**src/rxcap_defs.svh**
```systemverilog
`ifndef RXCAP_DEFS_SVH
`define RXCAP_DEFS_SVH

// ------------------------------------------------------------
// widths
// ------------------------------------------------------------

// host bus and buffer word
`define RXCAP_DATA_W 16
// host byte address
`define RXCAP_ADR_W 16
// buffer word address, 4096 words
`define RXCAP_BUF_AW 12
`define RXCAP_LEN_W 12
// global counter and timestamp
`define RXCAP_TS_W 64

// ------------------------------------------------------------
// register map
// ------------------------------------------------------------

// region codes live in address bits 15..13
`define RXCAP_REGION_GLOBAL 0
`define RXCAP_REGION_RX 4

// first buffer word, rx words below this are registers
`define RXCAP_BUF_BASE 8

// ack delay of a buffer read, in cycles
`define RXCAP_BUF_RD_LAT 3

`endif
```
**src/rxcap_frame_pkg.sv**
```systemverilog
`include "rxcap_defs.svh"

package rxcap_frame_pkg;

  typedef logic [7:0] frame_byte_t;

  typedef logic [`RXCAP_BUF_AW-1:0] buf_addr_t;

  // byte count of one frame
  typedef logic [`RXCAP_LEN_W-1:0] frame_len_t;

  typedef logic [`RXCAP_TS_W-1:0] timestamp_t;

  // receiver FSM
  typedef enum logic [1:0] {
    WAIT_CREDIT,
    WAIT_GAP,
    CAPTURE
  } rx_state_e;

endpackage

```
**src/rxcap_bus_pkg.sv**
```systemverilog
`include "rxcap_defs.svh"

package rxcap_bus_pkg;

  // byte address as seen by the host
  typedef logic [`RXCAP_ADR_W-1:0] bus_addr_t;

  typedef logic [`RXCAP_DATA_W-1:0] bus_data_t;

  // bit 1 selects bits 15..8
  typedef logic [`RXCAP_DATA_W/8-1:0] bus_sel_t;

endpackage

```
**src/frame_wr_if.sv**
```systemverilog
`timescale 1ns/1ps

interface frame_wr_if
  import rxcap_bus_pkg::*, rxcap_frame_pkg::*;
();

  // one word write per cycle, no back-pressure
  logic      wr_en;
  buf_addr_t addr;
  bus_data_t data;
  bus_sel_t  byte_en;

  modport source (
    output wr_en, addr, data, byte_en
  );

  modport sink (
    input wr_en, addr, data, byte_en
  );

endinterface

```
**src/frame_receiver.sv**
```systemverilog
`timescale 1ns/1ps
`include "rxcap_defs.svh"

module frame_receiver
  import rxcap_frame_pkg::*;
(
  input  logic        clk_125,
  input  logic        core_rst_n,
  input  logic        rx_dv_i,
  input  frame_byte_t rx_data_i,
  input  logic        slot_credit_i,
  input  timestamp_t  global_count_i,
  frame_wr_if.source  wr,
  output logic        frame_done_o,
  output frame_len_t  frame_len_o,
  output timestamp_t  frame_ts_o
);

  rx_state_e  state;
  frame_len_t byte_cnt;
  timestamp_t ts_cap;
  logic       done_pend;
  logic       take_byte;

  assign take_byte = (state == CAPTURE) && rx_dv_i;

  // ------------------------------------------------------------
  // FSM, byte count and frame report
  // ------------------------------------------------------------
  always_ff @(posedge clk_125 or negedge core_rst_n) begin
    if (!core_rst_n) begin
      state        <= WAIT_CREDIT;
      byte_cnt     <= '0;
      done_pend    <= 1'b0;
      frame_done_o <= 1'b0;
      frame_len_o  <= '0;
      frame_ts_o   <= '0;
      wr.wr_en     <= 1'b0;
    end else begin
      wr.wr_en     <= take_byte;
      done_pend    <= 1'b0;
      frame_done_o <= done_pend;
      if (done_pend) begin
        frame_len_o <= byte_cnt;
        frame_ts_o  <= ts_cap;
      end
      case (state)
        WAIT_CREDIT: begin
          // the old credit is still visible until the host has seen done
          if (slot_credit_i && !done_pend && !frame_done_o) begin
            state <= WAIT_GAP;
          end
        end
        WAIT_GAP: begin
          // skip whatever frame is already on the wire
          if (slot_credit_i && !rx_dv_i) begin
            state    <= CAPTURE;
            byte_cnt <= '0;
          end
        end
        CAPTURE: begin
          if (rx_dv_i) begin
            byte_cnt <= byte_cnt + 1'b1;
          end else if (byte_cnt != '0) begin
            state     <= WAIT_CREDIT;
            done_pend <= 1'b1;
          end
        end
        default: begin
          state <= WAIT_CREDIT;
        end
      endcase
    end
  end

  // ------------------------------------------------------------
  // byte packing into buffer words
  // ------------------------------------------------------------
  always_ff @(posedge clk_125) begin
    if (take_byte) begin
      wr.addr <= buf_addr_t'(`RXCAP_BUF_BASE) + buf_addr_t'(byte_cnt >> 1);
      if (byte_cnt[0]) begin
        wr.data    <= {rx_data_i, 8'h00};
        wr.byte_en <= 2'b10;
      end else begin
        wr.data    <= {8'h00, rx_data_i};
        wr.byte_en <= 2'b01;
      end
      // first byte stamps the frame
      if (byte_cnt == '0) begin
        ts_cap <= global_count_i;
      end
    end
  end

endmodule

```
**src/flat_wrapper.sv**
```systemverilog
// flat-port wrapper written by rule: the top's interface ports become plain ports
module frame_receiver_flat import rxcap_frame_pkg::*;
  (clk_125, core_rst_n, rx_dv_i, rx_data_i, slot_credit_i, global_count_i, frame_done_o, frame_len_o, frame_ts_o, wr_wr_en, wr_addr, wr_data, wr_byte_en);
  frame_wr_if wr_i ();
  input  logic clk_125;
  input  logic core_rst_n;
  input  logic rx_dv_i;
  input  frame_byte_t rx_data_i;
  input  logic slot_credit_i;
  input  timestamp_t global_count_i;
  output logic frame_done_o;
  output frame_len_t frame_len_o;
  output timestamp_t frame_ts_o;
  output wire logic [$bits(wr_i.wr_en)-1:0] wr_wr_en;
  output wire logic [$bits(wr_i.addr)-1:0] wr_addr;
  output wire logic [$bits(wr_i.data)-1:0] wr_data;
  output wire logic [$bits(wr_i.byte_en)-1:0] wr_byte_en;
  assign wr_wr_en = wr_i.wr_en;
  assign wr_addr = wr_i.addr;
  assign wr_data = wr_i.data;
  assign wr_byte_en = wr_i.byte_en;
  frame_receiver u_core (.clk_125(clk_125), .core_rst_n(core_rst_n), .rx_dv_i(rx_dv_i), .rx_data_i(rx_data_i), .slot_credit_i(slot_credit_i), .global_count_i(global_count_i), .wr(wr_i), .frame_done_o(frame_done_o), .frame_len_o(frame_len_o), .frame_ts_o(frame_ts_o));
endmodule
```
**config.mk**
```make
export PLATFORM = sky130hd
export DESIGN_NAME = frame_receiver_flat
export DESIGN_NICKNAME = d
export VERILOG_FILES = /design/src/rxcap_frame_pkg.sv /design/src/rxcap_bus_pkg.sv /design/src/frame_wr_if.sv /design/src/frame_receiver.sv /design/src/flat_wrapper.sv
export VERILOG_INCLUDE_DIRS = /design/src /design/src/src
export SDC_FILE = /design/constraint.sdc
export NUM_CORES = 1
export LEC_CHECK = 0
export BUFFER_PORTS_ARGS = -buffer_cell sky130_fd_sc_hd__buf_4
export CAP_MARGIN = 5
export CORE_UTILIZATION = 56
export CTS_CLUSTER_SIZE = 10
export DETAILED_ROUTE_END_ITERATION = 12
export PLACE_DENSITY_LB_ADDON = 0.2
export SETUP_SLACK_MARGIN = 0.02
export SLEW_MARGIN = 20
export SYNTH_ARGS = -nofsm -noshare
export SYNTH_HDL_FRONTEND = slang
export SYNTH_SLANG_ARGS = --single-unit
export TNS_END_PERCENT = 50
```
**constraint.sdc**
```tcl
create_clock -name clk_125 -period 7.96 [get_ports clk_125]
set_input_delay 1.99 -clock clk_125 [delete_from_list [all_inputs] [get_ports clk_125]]
set_output_delay 1.99 -clock clk_125 [all_outputs]
set_load 0.02 [all_outputs]
```
==> metrics.csv <==
stage,metric,value,unit
power_and_ir_drop,netSwitchingPower,0.946,mW
synth,synth_fp_nets,458,
floorplanning,die_area,12600,µm²
power_and_ir_drop,power,3.12,mW
worst_setup_path,arrival,3.76,ns
synth,synth_edf_count,94,
placement,place_hpwl,8.66,mm
clock_tree,cts_resized,0,
finish,final_cells,720,
detailed_routing,routedWlPerCell,18.1,µm
clock_tree,htreeDepth,4,
power_and_ir_drop,p_leak,3.79,nW
finish,fin_area,8890,µm²
timing,maxSlewHeadroom,30.4,%
floorplanning,io_pins,184,
timing,setup_viol,0,
worst_setup_path,cp_max_fo,64,
placement,gp_congestion,0.782,
power_and_ir_drop,ir_worst_vdd,0.000248,V
timing,hold_viol_final,0,
clock_tree,clk_latency,0.43,ns
global_route,gr-total-overflow,0,
synth,synth-seq-area-share,75.6,%
global_route,first_global_vias,4074,
detailed_routing,viasPerCell,5.28,
synth,synthCells,378,
synth,netlist_top_cells_area,"edfxtp_1 41%, dfrtp_1 34%, mux2_2 13%",
floorplanning,initial_core_util,58.6,%
power_and_ir_drop,internal_power,2.17,mW
finish,antennaDiodeCount,0,
synth,synth.distinct_cells,36,
min_path,min_path_type,register to register,
floorplanning,die_h,112,µm
detailed_routing,drt_first_pass_iters,8,
power_and_ir_drop,switching_share,30.4,%
worst_setup_path,crit_chain,"buf_4, nand3b_4, clkinv_2, and2_2, buf_4",
finish,drive_above_1_share,51.6,%
worst_setup_path,critPathMaxStageDelay,0.64,ns
clock_tree,postCtsSetupBuffers,0,
finish,multiInputGateArea,1550,µm²
placement,placed_cell_area,8290,µm²
detailed_routing,ant_nets,0,
detailed_routing,routed_wl,13.0,mm
global_route,grt_max_degree,79,
synth,async_reset_ff_share,49.7,%
power_and_ir_drop,power_frac_seq,45.5,%
finish,post-route-util,76.6,%
worst_setup_path,rr_startpoint,u_core.byte_cnt[0],
outcome,violations,design-rule violations,
clock_tree,cts.clk_slew.worst_paths,0.06,ns
global_route,grt_util_met3,8.86,%
synth,synth_area,6810,µm²
synth,synth_top_area_share,41.5,%
timing,timing.hold.ws,0.472,ns
synth,synth.ff_latch_count,187,
floorplanning,core_area,11600,µm²
flow_run,max_cap_violations,0,
placement,port_buffers,183,
floorplanning,rows,39,
placement,placedCellCount,688,
min_path,min_from,u_core.ts_cap[23],
clock_tree,cts_made_buffers,17,
timing,period_share,46.6,%
outcome,status,"complete, but fails checks",
power_and_ir_drop,clockPowerShare,26.6,%
power_and_ir_drop,combPwrFrac,27.9,%
global_route,antenna_found_initial,0,
finish,seq_area,5150,µm²
clock_tree,clock-sinks,187,
global_route,use_met1,24.7,%
synth,syn_area_per_cell,18.0,µm²
detailed_routing,via_count,3801,
worst_setup_path,critPathCaptureType,register,
timing,tightest_slew,1.04,ns
finish,fillCellCount,722,
timing,fin_tns_setup,0,ns
worst_setup_path,crit_path_frequent_cell,buf_4,
timing,setup_ws,4.25,ns
timing,post-route-min-period,3.71,ns
finish,nets,644,
worst_setup_path,crit_slowest_cell,buf_4,
detailed_routing,drt-initial-drc-count,216,
worst_setup_path,crit_type,primary input to register,
detailed_routing,drc,8,
timing,max_freq,269,MHz
clock_tree,tritoncts,yes,
placement,dp_slack,3.80,ns
worst_setup_path,cp-start-kind,primary input,
clock_tree,cts-root-buf,clkbuf_16,
synth,ys.flop_type,edfxtp_1,
timing,report.final.slew_viol_count,0,
global_route,top_usage_layer,met2,
power_and_ir_drop,powerDensity,350,nW/µm²
floorplanning,die_x,112,µm
finish,area_growth,30.6,%
synth,yosys_warnings,0,
timing,rsz0062_at_grt,no,
clock_tree,ctsHoldBuffers,0,
worst_setup_path,crit_start,rx_dv_i,
global_route,grt_util_met2,37.5,%
global_route,grt_pass1_wl,20.7,mm
clock_tree,clock_path_buffers,2,
timing,skew,0.0107,ns
synth,synth_top_area_cell,edfxtp_1,
worst_setup_path,cp.required,8.01,ns
global_route,grt.total_usage,22.2,%
-- routing by layer --
metal	vias up	wire, µm
met5	-	0
met4	0	274
met3	26	1130
met2	140	6740
met1	1890	4860
li1	1745	-
-- flip-flops by register name, summed over array words and instances, names as in the netlist --
name,count
u_core.frame_ts_o,64
u_core.state,2
u_core.wr.byte_en,2
u_core.wr.data,16
u_core.byte_cnt,12
u_core.wr.wr_en,1
u_core.frame_len_o,12
u_core.wr.addr,12
u_core.ts_cap,64
u_core.done_pend,1
u_core.frame_done_o,1
-- cell type report --
cell class / count / area share, %
well taps: 143 / 2.01
flip-flops and latches: 187 / 58.0
multi-input cells: 167 / 17.4
clock buffers: 26 / 6.23
inverters: 6 / 0.267
repair buffers: 185 / 15.6
clock inverters: 6 / 0.521
-- worst paths after layout --
path                                         end  slack (ns)  depth (start not counted)
min in group asynchronous        u_core.wr.wr_en        1.55                          1
max                             u_core.ts_cap[2]        4.25                          5
min                        u_core.frame_ts_o[23]        0.47                          1
max in group asynchronous  u_core.frame_len_o[2]        5.32                          2
min reg2reg                u_core.frame_ts_o[23]        0.47                          1
max reg2reg                     u_core.ts_cap[2]        5.28                          6
-- synth_stat cells, types with 2 or more instances --
master     instances
edfxtp_1          94
dfrtp_1           93
mux2_2            76
nor2_1            15
and2_1             9
xnor2_1            9
nor2b_1            8
buf_2              6
clkbuf_1           6
nand3_1            6
inv_1              5
o21ai_0            5
xor2_1             5
buf_1              4
ha_1               4
nand2_1            4
a2111oi_4          3
a21oi_1            3
nand4_1            3
a211oi_1           2
buf_6              2
nor4b_1            2
-- cells in the final DEF (no fill, tap or decap), types with 2 or more instances in the layout --
cell / n
clkinv_2: 2
xor2_1: 5
a21oi_1: 3
buf_4: 185
clkinvlp_4: 2
a2111oi_4: 3
nor2_1: 15
inv_1: 5
nor2b_1: 8
ha_1: 4
clkinv_4: 2
clkbuf_1: 4
a211oi_1: 2
o21ai_0: 5
nand3_1: 6
nand4_1: 3
and2_1: 8
nand2_1: 4
edfxtp_1: 94
mux2_2: 76
dfrtp_1: 92
xnor2_1: 9
clkbuf_16: 21
nor4b_1: 2
-- worst max-delay path, delay by kind of cell --
kind          cells  cell delay [ns]
simple gates      2             0.43
buf+inv           3             1.26
-- power groups by stage --
stage | Clock [mW] | Combinational [mW] | Sequential (mW)
after global placement | 0 | 0.857 | 1.42
after CTS | 0.845 | 0.884 | 1.42
after global routing | 0.877 | 0.917 | 1.45
final | 0.828 | 0.869 | 1.42
after floorplan | 0 | 0.261 | 1.62
after detailed placement | 0 | 0.882 | 1.43
-- logic make-up (layout without fill, tap and decap cells) --
kind of cell / after synthesis / in the layout / share of synthesized area, %
adders and majority gates: 4 / 4 / 0.735
and+or+nand+nor: 57 / 57 / 4.91
muxes: 76 / 76 / 12.6
DFF: 187 / 187 / 75.6
AOI/OAI and AO/OA: 16 / 16 / 2.66
xor gates and xnor gates: 14 / 14 / 1.80
buffers and inverters: 24 / 223 / 1.67
Power figures use the tool's default switching activity.
