--- src/rxcap_defs.svh ---
`ifndef RXCAP_DEFS_SVH
`define RXCAP_DEFS_SVH

// ------------------------------------------------------------
// widths
// ------------------------------------------------------------

// host bus and buffer word
`define RXCAP_DATA_W 16
// host byte address
`define RXCAP_ADR_W 16
// buffer word address, 4096 words
`define RXCAP_BUF_AW 12
`define RXCAP_LEN_W 12
// global counter and timestamp
`define RXCAP_TS_W 64

// ------------------------------------------------------------
// register map
// ------------------------------------------------------------

// region codes live in address bits 15..13
`define RXCAP_REGION_GLOBAL 0
`define RXCAP_REGION_RX 4

// first buffer word, rx words below this are registers
`define RXCAP_BUF_BASE 8

// ack delay of a buffer read, in cycles
`define RXCAP_BUF_RD_LAT 3

`endif
--- src/rxcap_frame_pkg.sv ---
`include "rxcap_defs.svh"

package rxcap_frame_pkg;

  typedef logic [7:0] frame_byte_t;

  typedef logic [`RXCAP_BUF_AW-1:0] buf_addr_t;

  // byte count of one frame
  typedef logic [`RXCAP_LEN_W-1:0] frame_len_t;

  typedef logic [`RXCAP_TS_W-1:0] timestamp_t;

  // receiver FSM
  typedef enum logic [1:0] {
    WAIT_CREDIT,
    WAIT_GAP,
    CAPTURE
  } rx_state_e;

endpackage

--- src/rxcap_bus_pkg.sv ---
`include "rxcap_defs.svh"

package rxcap_bus_pkg;

  // byte address as seen by the host
  typedef logic [`RXCAP_ADR_W-1:0] bus_addr_t;

  typedef logic [`RXCAP_DATA_W-1:0] bus_data_t;

  // bit 1 selects bits 15..8
  typedef logic [`RXCAP_DATA_W/8-1:0] bus_sel_t;

endpackage

--- src/host_regs.sv ---
`timescale 1ns/1ps
`include "rxcap_defs.svh"

module host_regs
  import rxcap_bus_pkg::*, rxcap_frame_pkg::*;
(
  input  logic       clk_125,
  input  logic       core_rst_n,
  input  logic       cyc_i,
  input  logic       stb_i,
  input  logic       we_i,
  input  bus_addr_t  adr_i,
  input  bus_data_t  dat_i,
  input  bus_sel_t   sel_i,
  output bus_data_t  dat_o,
  output logic       ack_o,
  input  logic       frame_done_i,
  input  frame_len_t frame_len_i,
  input  timestamp_t frame_ts_i,
  output logic       slot_credit_o,
  output timestamp_t global_count_o,
  output buf_addr_t  buf_rd_addr_o,
  input  bus_data_t  buf_rd_data_i,
  output logic       irq_o
);

  logic [2:0] region;
  buf_addr_t  word;
  logic       bus_req;
  logic       in_global;
  logic       in_rx;
  logic       buf_rd;
  logic       cnt_wr;
  logic       status_wr;
  logic [1:0] cnt_idx;
  logic [1:0] rd_wait;
  logic       frame_ready;
  bus_data_t  reg_rdata;
  timestamp_t cnt_next;

  assign region    = adr_i[15:13];
  assign word      = adr_i[12:1];
  assign bus_req   = cyc_i && stb_i && !ack_o;
  assign in_global = (region == 3'(`RXCAP_REGION_GLOBAL));
  assign in_rx     = (region == 3'(`RXCAP_REGION_RX));
  assign buf_rd    = in_rx && !we_i && (word >= buf_addr_t'(`RXCAP_BUF_BASE));
  assign cnt_wr    = bus_req && we_i && in_global && (word inside {[1:4]});
  assign status_wr = bus_req && we_i && in_global && (word == '0) && sel_i[0];
  // counter words 1..4 hold bits 15..0 up to 63..48
  assign cnt_idx   = word[1:0] - 2'd1;
  assign irq_o     = frame_ready;

  // free-running counter with byte-lane overwrite
  always_comb begin
    cnt_next = global_count_o + 1'b1;
    if (cnt_wr) begin
      for (int l = 0; l < 2; l++) begin
        if (sel_i[l]) begin
          cnt_next[16*cnt_idx + 8*l +: 8] = dat_i[8*l +: 8];
        end
      end
    end
  end

  // register read mux
  always_comb begin
    reg_rdata = '0;
    if (in_global) begin
      if (word == '0) begin
        reg_rdata = {14'b0, slot_credit_o, frame_ready};
      end else if (word inside {[1:4]}) begin
        reg_rdata = global_count_o[16*cnt_idx +: 16];
      end
    end else if (in_rx) begin
      if (word < 4) begin
        reg_rdata = frame_ts_i[16*word[1:0] +: 16];
      end else if (word == 4) begin
        reg_rdata = bus_data_t'(frame_len_i);
      end
    end
  end

  // ------------------------------------------------------------
  // bus handshake, slot status and counter
  // ------------------------------------------------------------
  always_ff @(posedge clk_125 or negedge core_rst_n) begin
    if (!core_rst_n) begin
      ack_o          <= 1'b0;
      dat_o          <= '0;
      rd_wait        <= '0;
      frame_ready    <= 1'b0;
      slot_credit_o  <= 1'b0;
      global_count_o <= '0;
    end else begin
      ack_o          <= 1'b0;
      global_count_o <= cnt_next;
      if (frame_done_i) begin
        frame_ready   <= 1'b1;
        slot_credit_o <= 1'b0;
      end
      if (status_wr) begin
        // bit 1 arms the slot, bit 0 written low clears ready
        if (dat_i[1]) begin
          slot_credit_o <= 1'b1;
          frame_ready   <= 1'b0;
        end else begin
          frame_ready <= frame_ready & dat_i[0];
        end
      end
      if (bus_req && buf_rd) begin
        if (rd_wait == 2'(`RXCAP_BUF_RD_LAT - 1)) begin
          ack_o   <= 1'b1;
          dat_o   <= buf_rd_data_i;
          rd_wait <= '0;
        end else begin
          rd_wait <= rd_wait + 2'd1;
        end
      end else if (bus_req) begin
        ack_o   <= 1'b1;
        dat_o   <= reg_rdata;
        rd_wait <= '0;
      end else begin
        rd_wait <= '0;
      end
    end
  end

  // address into the buffer read port
  always_ff @(posedge clk_125) begin
    buf_rd_addr_o <= word;
  end

endmodule

--- config.mk ---
export PLATFORM = sky130hd
export DESIGN_NAME = host_regs
export DESIGN_NICKNAME = d
export VERILOG_FILES = /design/src/rxcap_frame_pkg.sv /design/src/rxcap_bus_pkg.sv /design/src/host_regs.sv
export VERILOG_INCLUDE_DIRS = /design/src /design/src/src
export SDC_FILE = /design/constraint.sdc
export NUM_CORES = 1
export LEC_CHECK = 0
export BUFFER_PORTS_ARGS = -buffer_cell sky130_fd_sc_hd__clkbuf_2
export CORE_MARGIN = 4
export CORE_UTILIZATION = 25
export DETAILED_ROUTE_END_ITERATION = 10
export PLACE_DENSITY = 0.52
export SLEW_MARGIN = 10
export SYNTH_ARGS = -nofsm -noshare
export SYNTH_HDL_FRONTEND = slang
export SYNTH_SLANG_ARGS = --single-unit
--- constraint.sdc ---
create_clock -name clk_125 -period 3 [get_ports clk_125]
set_clock_uncertainty 0.05 [all_clocks]
set_input_delay 0.45 -clock clk_125 [delete_from_list [all_inputs] [get_ports clk_125]]
set_output_delay 0.45 -clock clk_125 [all_outputs]
set_load 0.02 [all_outputs]
==> impl_metrics.yaml, run 1 <==
pwr:
  power_uw: 2920
  comb_power_share: 0.141
  powerDensity_nw_per_um2: 352
  sw_frac_of_total: 0.269
  seq_power_share: 0.460
  cellLeakagePower_uw: 0.00376
  power.share.clock: 0.399
  max-vdd-ir-drop_mv: 0.184
  internal_power_uw: 2130
  p_sw_uw: 784
routing:
  vias: 6095
  totalWireLength_um: 25400
  vias_per_cell: 5.01
  drc: 0
  dr.first_iter.drc_count: 421
  drt_first_pass_iters: 5
  avgRoutedWirePerCell_um: 20.8
  ant_nets: 0
synth:
  syn_area_um2: 6290
  synthCells: 644
  synth.ff_latch_count: 97
  yosysWarnings: 0
  yosysSeqAreaShare: 0.376
  syn_nets: 783
  synth.avg_cell_area_um2: 9.76
  async_reset_ff_frac: 0.876
  synth_top_cell_area_share: 0.338
  synth_flop_cell: "dfrtp_1"
  synth_edf_count: 0
  synth_cell_types: 50
  yosys.area.top_type: "dfrtp_1"
  synth.area.top_cells: "dfrtp_1 34%, mux4_2 11%, a21oi_1 5.7%, nand2_1 5.2%, xor2_1 4.7%"
grt:
  grt_pass1_vias: 6214
  grtUsageTotal: 0.179
  grt_first_pass_wirelength_um: 38700
  grt-ovfl-total: 0
  grt_max_degree: 86
  antenna_found_initial: 0
clock_tree:
  cts_tree: "built"
  cts_max_level: 3
  cts-resized-gates: 0
  ctsHoldBuffers: 0
  insertion_delay_ns: 0.35
  cts_setup_buffers: 0
  clk_pin_slew_ns: 0.07
  cts_buffer_depth: 2
  root_buffer: "clkbuf_16"
  cts_buffers: 9
  clock-sinks: 97
worst_hold_path:
  hp-class: "in2async"
sta:
  finalSetupViolCount: 0
  tns_ns: 0
  grt_setup_unrepaired: "no"
  relSlewSlack: 0.579
  period_share: 0.838
  maxSlewViolCount: 0
  fin_crit_ns: 2.52
  fmax_ghz: 0.398
  hold_viol_final: 0
  worst_slew_pin_slew_ns: 0.629
critical_path:
  cpMaxStageDelayCell: "nor4_4"
  cp_top_family: "simple AND/OR/NAND/NOR gates"
  cp.required_ns: 3.18
  path_cells: "nand4_1, nor4_4, buf_4, nand4_4, nor3_1, xor2_1, a22o_1"
  slowest_delay_ns: 0.56
  start_kind: "flop"
  worstPathMaxFanout: 8
  endpoint_kind: "flop"
  critical_path_class: "reg2reg"
  arrival_ns: 2.70
  cp_num_buf_inv: 1
layout:
  area_growth_pct: 31.7
  final_common_cell: "clkbuf_2"
  antenna_cells: 0
  drive_above_1_share: 0.389
  final_cell_mix: "224 x clkbuf_2, 87 x nand2_1, 85 x dfrtp_1, 72 x a21oi_1, 39 x buf_4"
  fin_nets: 1027
placement:
  routabilityCongestion: 0.857
  portBuffers: 225
  dp_hpwl_um: 20100
floorplanning:
  io_pins: 227
  die_area_um2: 27800
  dieHeight_um: 167
  start_util: 0.256
  std_cell_rows: 57
  core_area_um2: 24500
  die_w_um: 167
outcome:
  outcome: "finished clean"
job:
  max-cap-violations: 0
[power groups by stage]
stage	combinational (uW)	sequential, uW	clock, uW
CTS	418	1340	1200
finish	412	1340	1160
global placement	413	1370	0
detailed placement	416	1370	0
floorplan	162	1390	0
global route	446	1340	1240
[cells by family after synthesis]
logic type | count (synthesis) | share of synthesized area
AO/OA/AOI/OAI | 151 | 0.143
XOR/XNOR | 62 | 0.0864
adder cells (fa/ha/maj) | 7 | 0.0139
buffers and inverters | 43 | 0.0288
flip-flops | 97 | 0.376
multiplexers | 45 | 0.134
AND/OR/NAND/NOR | 239 | 0.218
[metal layers]
| layer | vias to the layer above | part of all wire | track usage |
|---|---|---|---|
| li1 | 2858 | - | - |
| met1 | 2977 | 0.44 | 0.235 |
| met2 | 244 | 0.48 | 0.297 |
| met3 | 16 | 0.069 | 0.0443 |
| met4 | 0 | 0.012 | 0.0434 |
| met5 | - | 0 | 0 |
[cell usage after synthesis (10+ instances only)]
library cell and instances:
a21oi_1 72, a22o_1 15, a31oi_1 11, buf_2 10
clkbuf_1 19, dfrtp_1 85, dfxtp_1 12, inv_1 11
mux2_2 11, mux4_2 30, nand2_1 87, nand3_1 27
nand4_1 13, nor2_1 36, nor3_1 14, o21ai_0 23
o2bb2ai_1 14, xnor2_1 28, xor2_1 34
[final cells by class]
cell class,instances,area (um2)
clock buffers,14,274
clock inverters,2,11.3
fillers,2602,16200
inverters,12,45.0
multi-input cells,504,3750
flip-flops and latches,97,2370
well taps,324,405
repair buffers,264,1430
[worst register-to-register path, cell delays in order (launching register included)]
cell,delay [ns]
dfrtp_1,0.47
nand4_1,0.25
nor4_4,0.56
buf_4,0.26
nand4_4,0.24
nor3_1,0.29
xor2_1,0.09
a22o_1,0.18
[worst paths after layout]
check,startpoint,to,slack (ns),depth (start not counted)
max,global_count_o[17]$_DFF_PN0_,global_count_o[46]$_DFF_PN0_,0.48,7
min,core_rst_n,global_count_o[11]$_DFF_PN0_,0.09,2
max reg2reg,global_count_o[17]$_DFF_PN0_,global_count_o[46]$_DFF_PN0_,0.48,7
min reg2reg,rd_wait[1]$_DFF_PN0_,rd_wait[1]$_DFF_PN0_,0.40,1
max in group asynchronous,core_rst_n,global_count_o[39]$_DFF_PN0_,2.41,2
min in group clk_125,adr_i[11],buf_rd_addr_o[10]$_DFF_P_,0.16,1
[per-stage QoR]
stage / hold slack, ns / util / instances / instance area, um2 / setup WS [ns]
after floorplan: 0.104 / - / 644 / 6290 / 0.0904
after global placement: 0.387 / 0.326 / 1201 / 8000 / 0.397
after detailed placement: 0.395 / 0.326 / 1201 / 8000 / 0.393
after CTS: 0.120 / 0.338 / 1217 / 8280 / 0.513
after global routing: 0.142 / 0.338 / 1217 / 8280 / 0.324
final: 0.0876 / 0.338 / 1217 / 8280 / 0.485
[flip-flops by register name (all words and copies together), names as in the netlist]
name / flops
ack_o: 1
buf_rd_addr_o: 12
dat_o: 16
global_count_o: 64
irq_o: 1
rd_wait: 2
slot_credit_o: 1
Note: power is estimated with default switching activity, not from simulation.
==> inputs of run 2 (changes only) <==
- ABC_AREA: default -> 1
- clock period: 3 -> 2.1 ns (I/O delays scaled with it)
==> impl_metrics.yaml, run 2 <==
synth:
  synth.area.top_cells: "dfrtp_1 28%, nand2_1 24%, nor2_1 11%, nand3_1 5.5%, inv_1 4.3%"
  synth_most_common_cell: "nand2_1"
  synth_cell_types: 38
  syn_nets: 1389
  synth_commonest_cells: "481 x nand2_1, 230 x nor2_1, 87 x inv_1, 85 x dfrtp_1, 85 x nand3_1"
  synth_top_cell_area_share: 0.277
  syn_area_um2: 7670
  synth_flop_cell: "dfrtp_1"
  yosysSeqAreaShare: 0.309
  async_reset_ff_frac: 0.876
  yosysWarnings: 0
  yosys.area.top_type: "dfrtp_1"
  synth_edf_count: 0
  synthCells: 1250
  synth.avg_cell_area_um2: 6.13
  synth.ff_latch_count: 97
sta:
  fmax_ghz: 0.518
  grt_setup_unrepaired: "no"
  relSlewSlack: 0.591
  finalSetupViolCount: 0
  worst_slack_ns: 0.171
  period_share: 0.919
  fin_crit_ns: 1.93
  maxSlewViolCount: 0
  hold_viol_final: 0
  fin_worst_hold_slack_ns: 0.0419
  worst_slew_pin_slew_ns: 0.613
layout:
  final_area_um2: 10300
  final_common_cell: "nand2_1"
  top_regs: "global_count_o: 64 flops, dat_o: 16 flops, buf_rd_addr_o: 12 flops"
  largest-register: "global_count_o"
  final_cell_mix: "481 x nand2_1, 227 x nor2_1, 224 x clkbuf_2, 86 x inv_1, 85 x buf_4"
  largest_reg_flops: 64
  final_util: 0.345
  area_growth_pct: 34.7
  antenna_cells: 0
  fin_nets: 1684
  drive_above_1_share: 0.255
  fill_cells: 3356
grt:
  grt_pass1_vias: 9087
  grt_max_degree: 40
  antenna_found_initial: 0
  grt-ovfl-total: 0
  grtUsageTotal: 0.215
  grt_first_pass_wirelength_um: 55000
pwr:
  sw_frac_of_total: 0.285
  power.share.clock: 0.419
  p_sw_uw: 1300
  internal_power_uw: 3250
  seq_power_share: 0.421
  cellLeakagePower_uw: 0.00535
  power_uw: 4540
  comb_power_share: 0.161
  max-vdd-ir-drop_mv: 0.365
  powerDensity_nw_per_um2: 440
floorplanning:
  core_area_um2: 30000
  start_util: 0.256
  die_w_um: 183
  die_area_um2: 33500
  io_pins: 227
  std_cell_rows: 63
  dieHeight_um: 183
routing:
  drc: 0
  drt_first_pass_iters: 5
  vias_per_cell: 4.73
  dr.first_iter.drc_count: 641
  avgRoutedWirePerCell_um: 19.0
  vias: 9185
  ant_nets: 0
  totalWireLength_um: 36900
clock_tree:
  clk_pin_slew_ns: 0.08
  insertion_delay_ns: 0.36
  clock-sinks: 97
  cts_max_level: 3
  cts_buffers: 9
  cts_buffer_depth: 2
  cts_tree: "built"
  cts_setup_buffers: 0
  root_buffer: "clkbuf_16"
critical_path:
  startpoint: "global_count_o[6]$_DFF_PN0_"
  critical_path_class: "reg2reg"
  reg2reg_from: "global_count_o[6]$_DFF_PN0_"
  worstPathMaxFanout: 5
  endpoint_kind: "flop"
  worst-r2r-setup-slack_ns: 0.17
  start_kind: "flop"
  slowest_delay_ns: 0.49
  arrival_ns: 2.14
  critPathCapture: "global_count_o[57]$_DFF_PN0_"
  r2r_end: "global_count_o[57]$_DFF_PN0_"
  cpMaxStageDelayCell: "dfrtp_1"
  cp.required_ns: 2.31
  r2r.worst_path.cells: 10
  path_cells: "nand2_1, nor2_1, nand2_1, nor2_1, and2_1, nand3_1, nand2_1, nand2_1, nand2_1, nand2_1"
  cp_common_cell: "nand2_1"
worst_hold_path:
  holdPathStages: 1
  hp-class: "in2reg"
placement:
  routabilityCongestion: 0.982
  pre_cts_ws_ns: -0.0675
  dpl-instance-area_um2: 9970
  dp_hpwl_um: 30600
  portBuffers: 225
outcome:
  outcome: "finished clean"
job:
  max-cap-violations: 0
==> run 2: cells by family after synthesis <==
family	count (synthesis)	synth area share
compound gates	70	0.0472
xor+xnor	44	0.0503
fa+ha+maj	7	0.0114
buf+inv	129	0.0707
flops	97	0.309
simple gates	903	0.512
==> run 2: final cells by class <==
class	count	area, um2	share of cell area
repair buffers	319	1950	0.189
multi-input cells	1024	4810	0.466
inverters	94	369	0.0357
well taps	390	488	0.0473
clock buffers	10	239	0.0231
clock inverters	6	88.8	0.00860
flip-flops and latches	97	2380	0.230
==> run 2: how the worst min path moves through the flow <==
stage	start	endpoint	slack, ns
after global placement	core_rst_n	global_count_o[44]$_DFF_PN0_	0.31
after global routing	adr_i[9]	buf_rd_addr_o[8]$_DFF_P_	0.03
final	adr_i[9]	buf_rd_addr_o[8]$_DFF_P_	0.04
after CTS	adr_i[9]	buf_rd_addr_o[8]$_DFF_P_	0.03
after floorplan	core_rst_n	ack_o$_DFF_PN0_	-0.03
after detailed placement	core_rst_n	global_count_o[44]$_DFF_PN0_	0.30
==> run 2: metal layers <==
layer,track usage,up-vias,wire length [um],share of wire
met5,0,-,0,0
met4,0.0450,0,685,0.019
met3,0.0434,48,2810,0.076
met2,0.365,371,17300,0.47
met1,0.283,4222,16100,0.44
li1,-,4544,-,-
==> run 2: critical path, delay by kind of cell (launching register included) <==
family	cells	cell delay [ns]
DFF	1	0.49
and+or+nand+nor	10	1.31
==> run 2: power groups by stage <==
stage               clock [uW]  combinational [uW]  sequential (uW)
floorplan                    0                 299             1980
global placement             0                 727             1950
detailed placement           0                 730             1950
CTS                       1940                 736             1910
global route              2010                 804             1910
finish                    1900                 731             1910
==> run 2: stage by stage <==
stage                     setup TNS (ns)  cells
after global routing                   0   1940
after floorplan                        0   1250
after detailed placement          -0.120   1923
after CTS                              0   1940
final                                  0   1940
after global placement           -0.0437   1923
==> run 2: timing repair <==
action | 4_1_cts | 5_1_grt
endpoints found under the setup margin | 0 | 6
endpoints found under the hold margin | 37 | 0
hold buffers | 1 | 0
gates resized for setup | 0 | 12
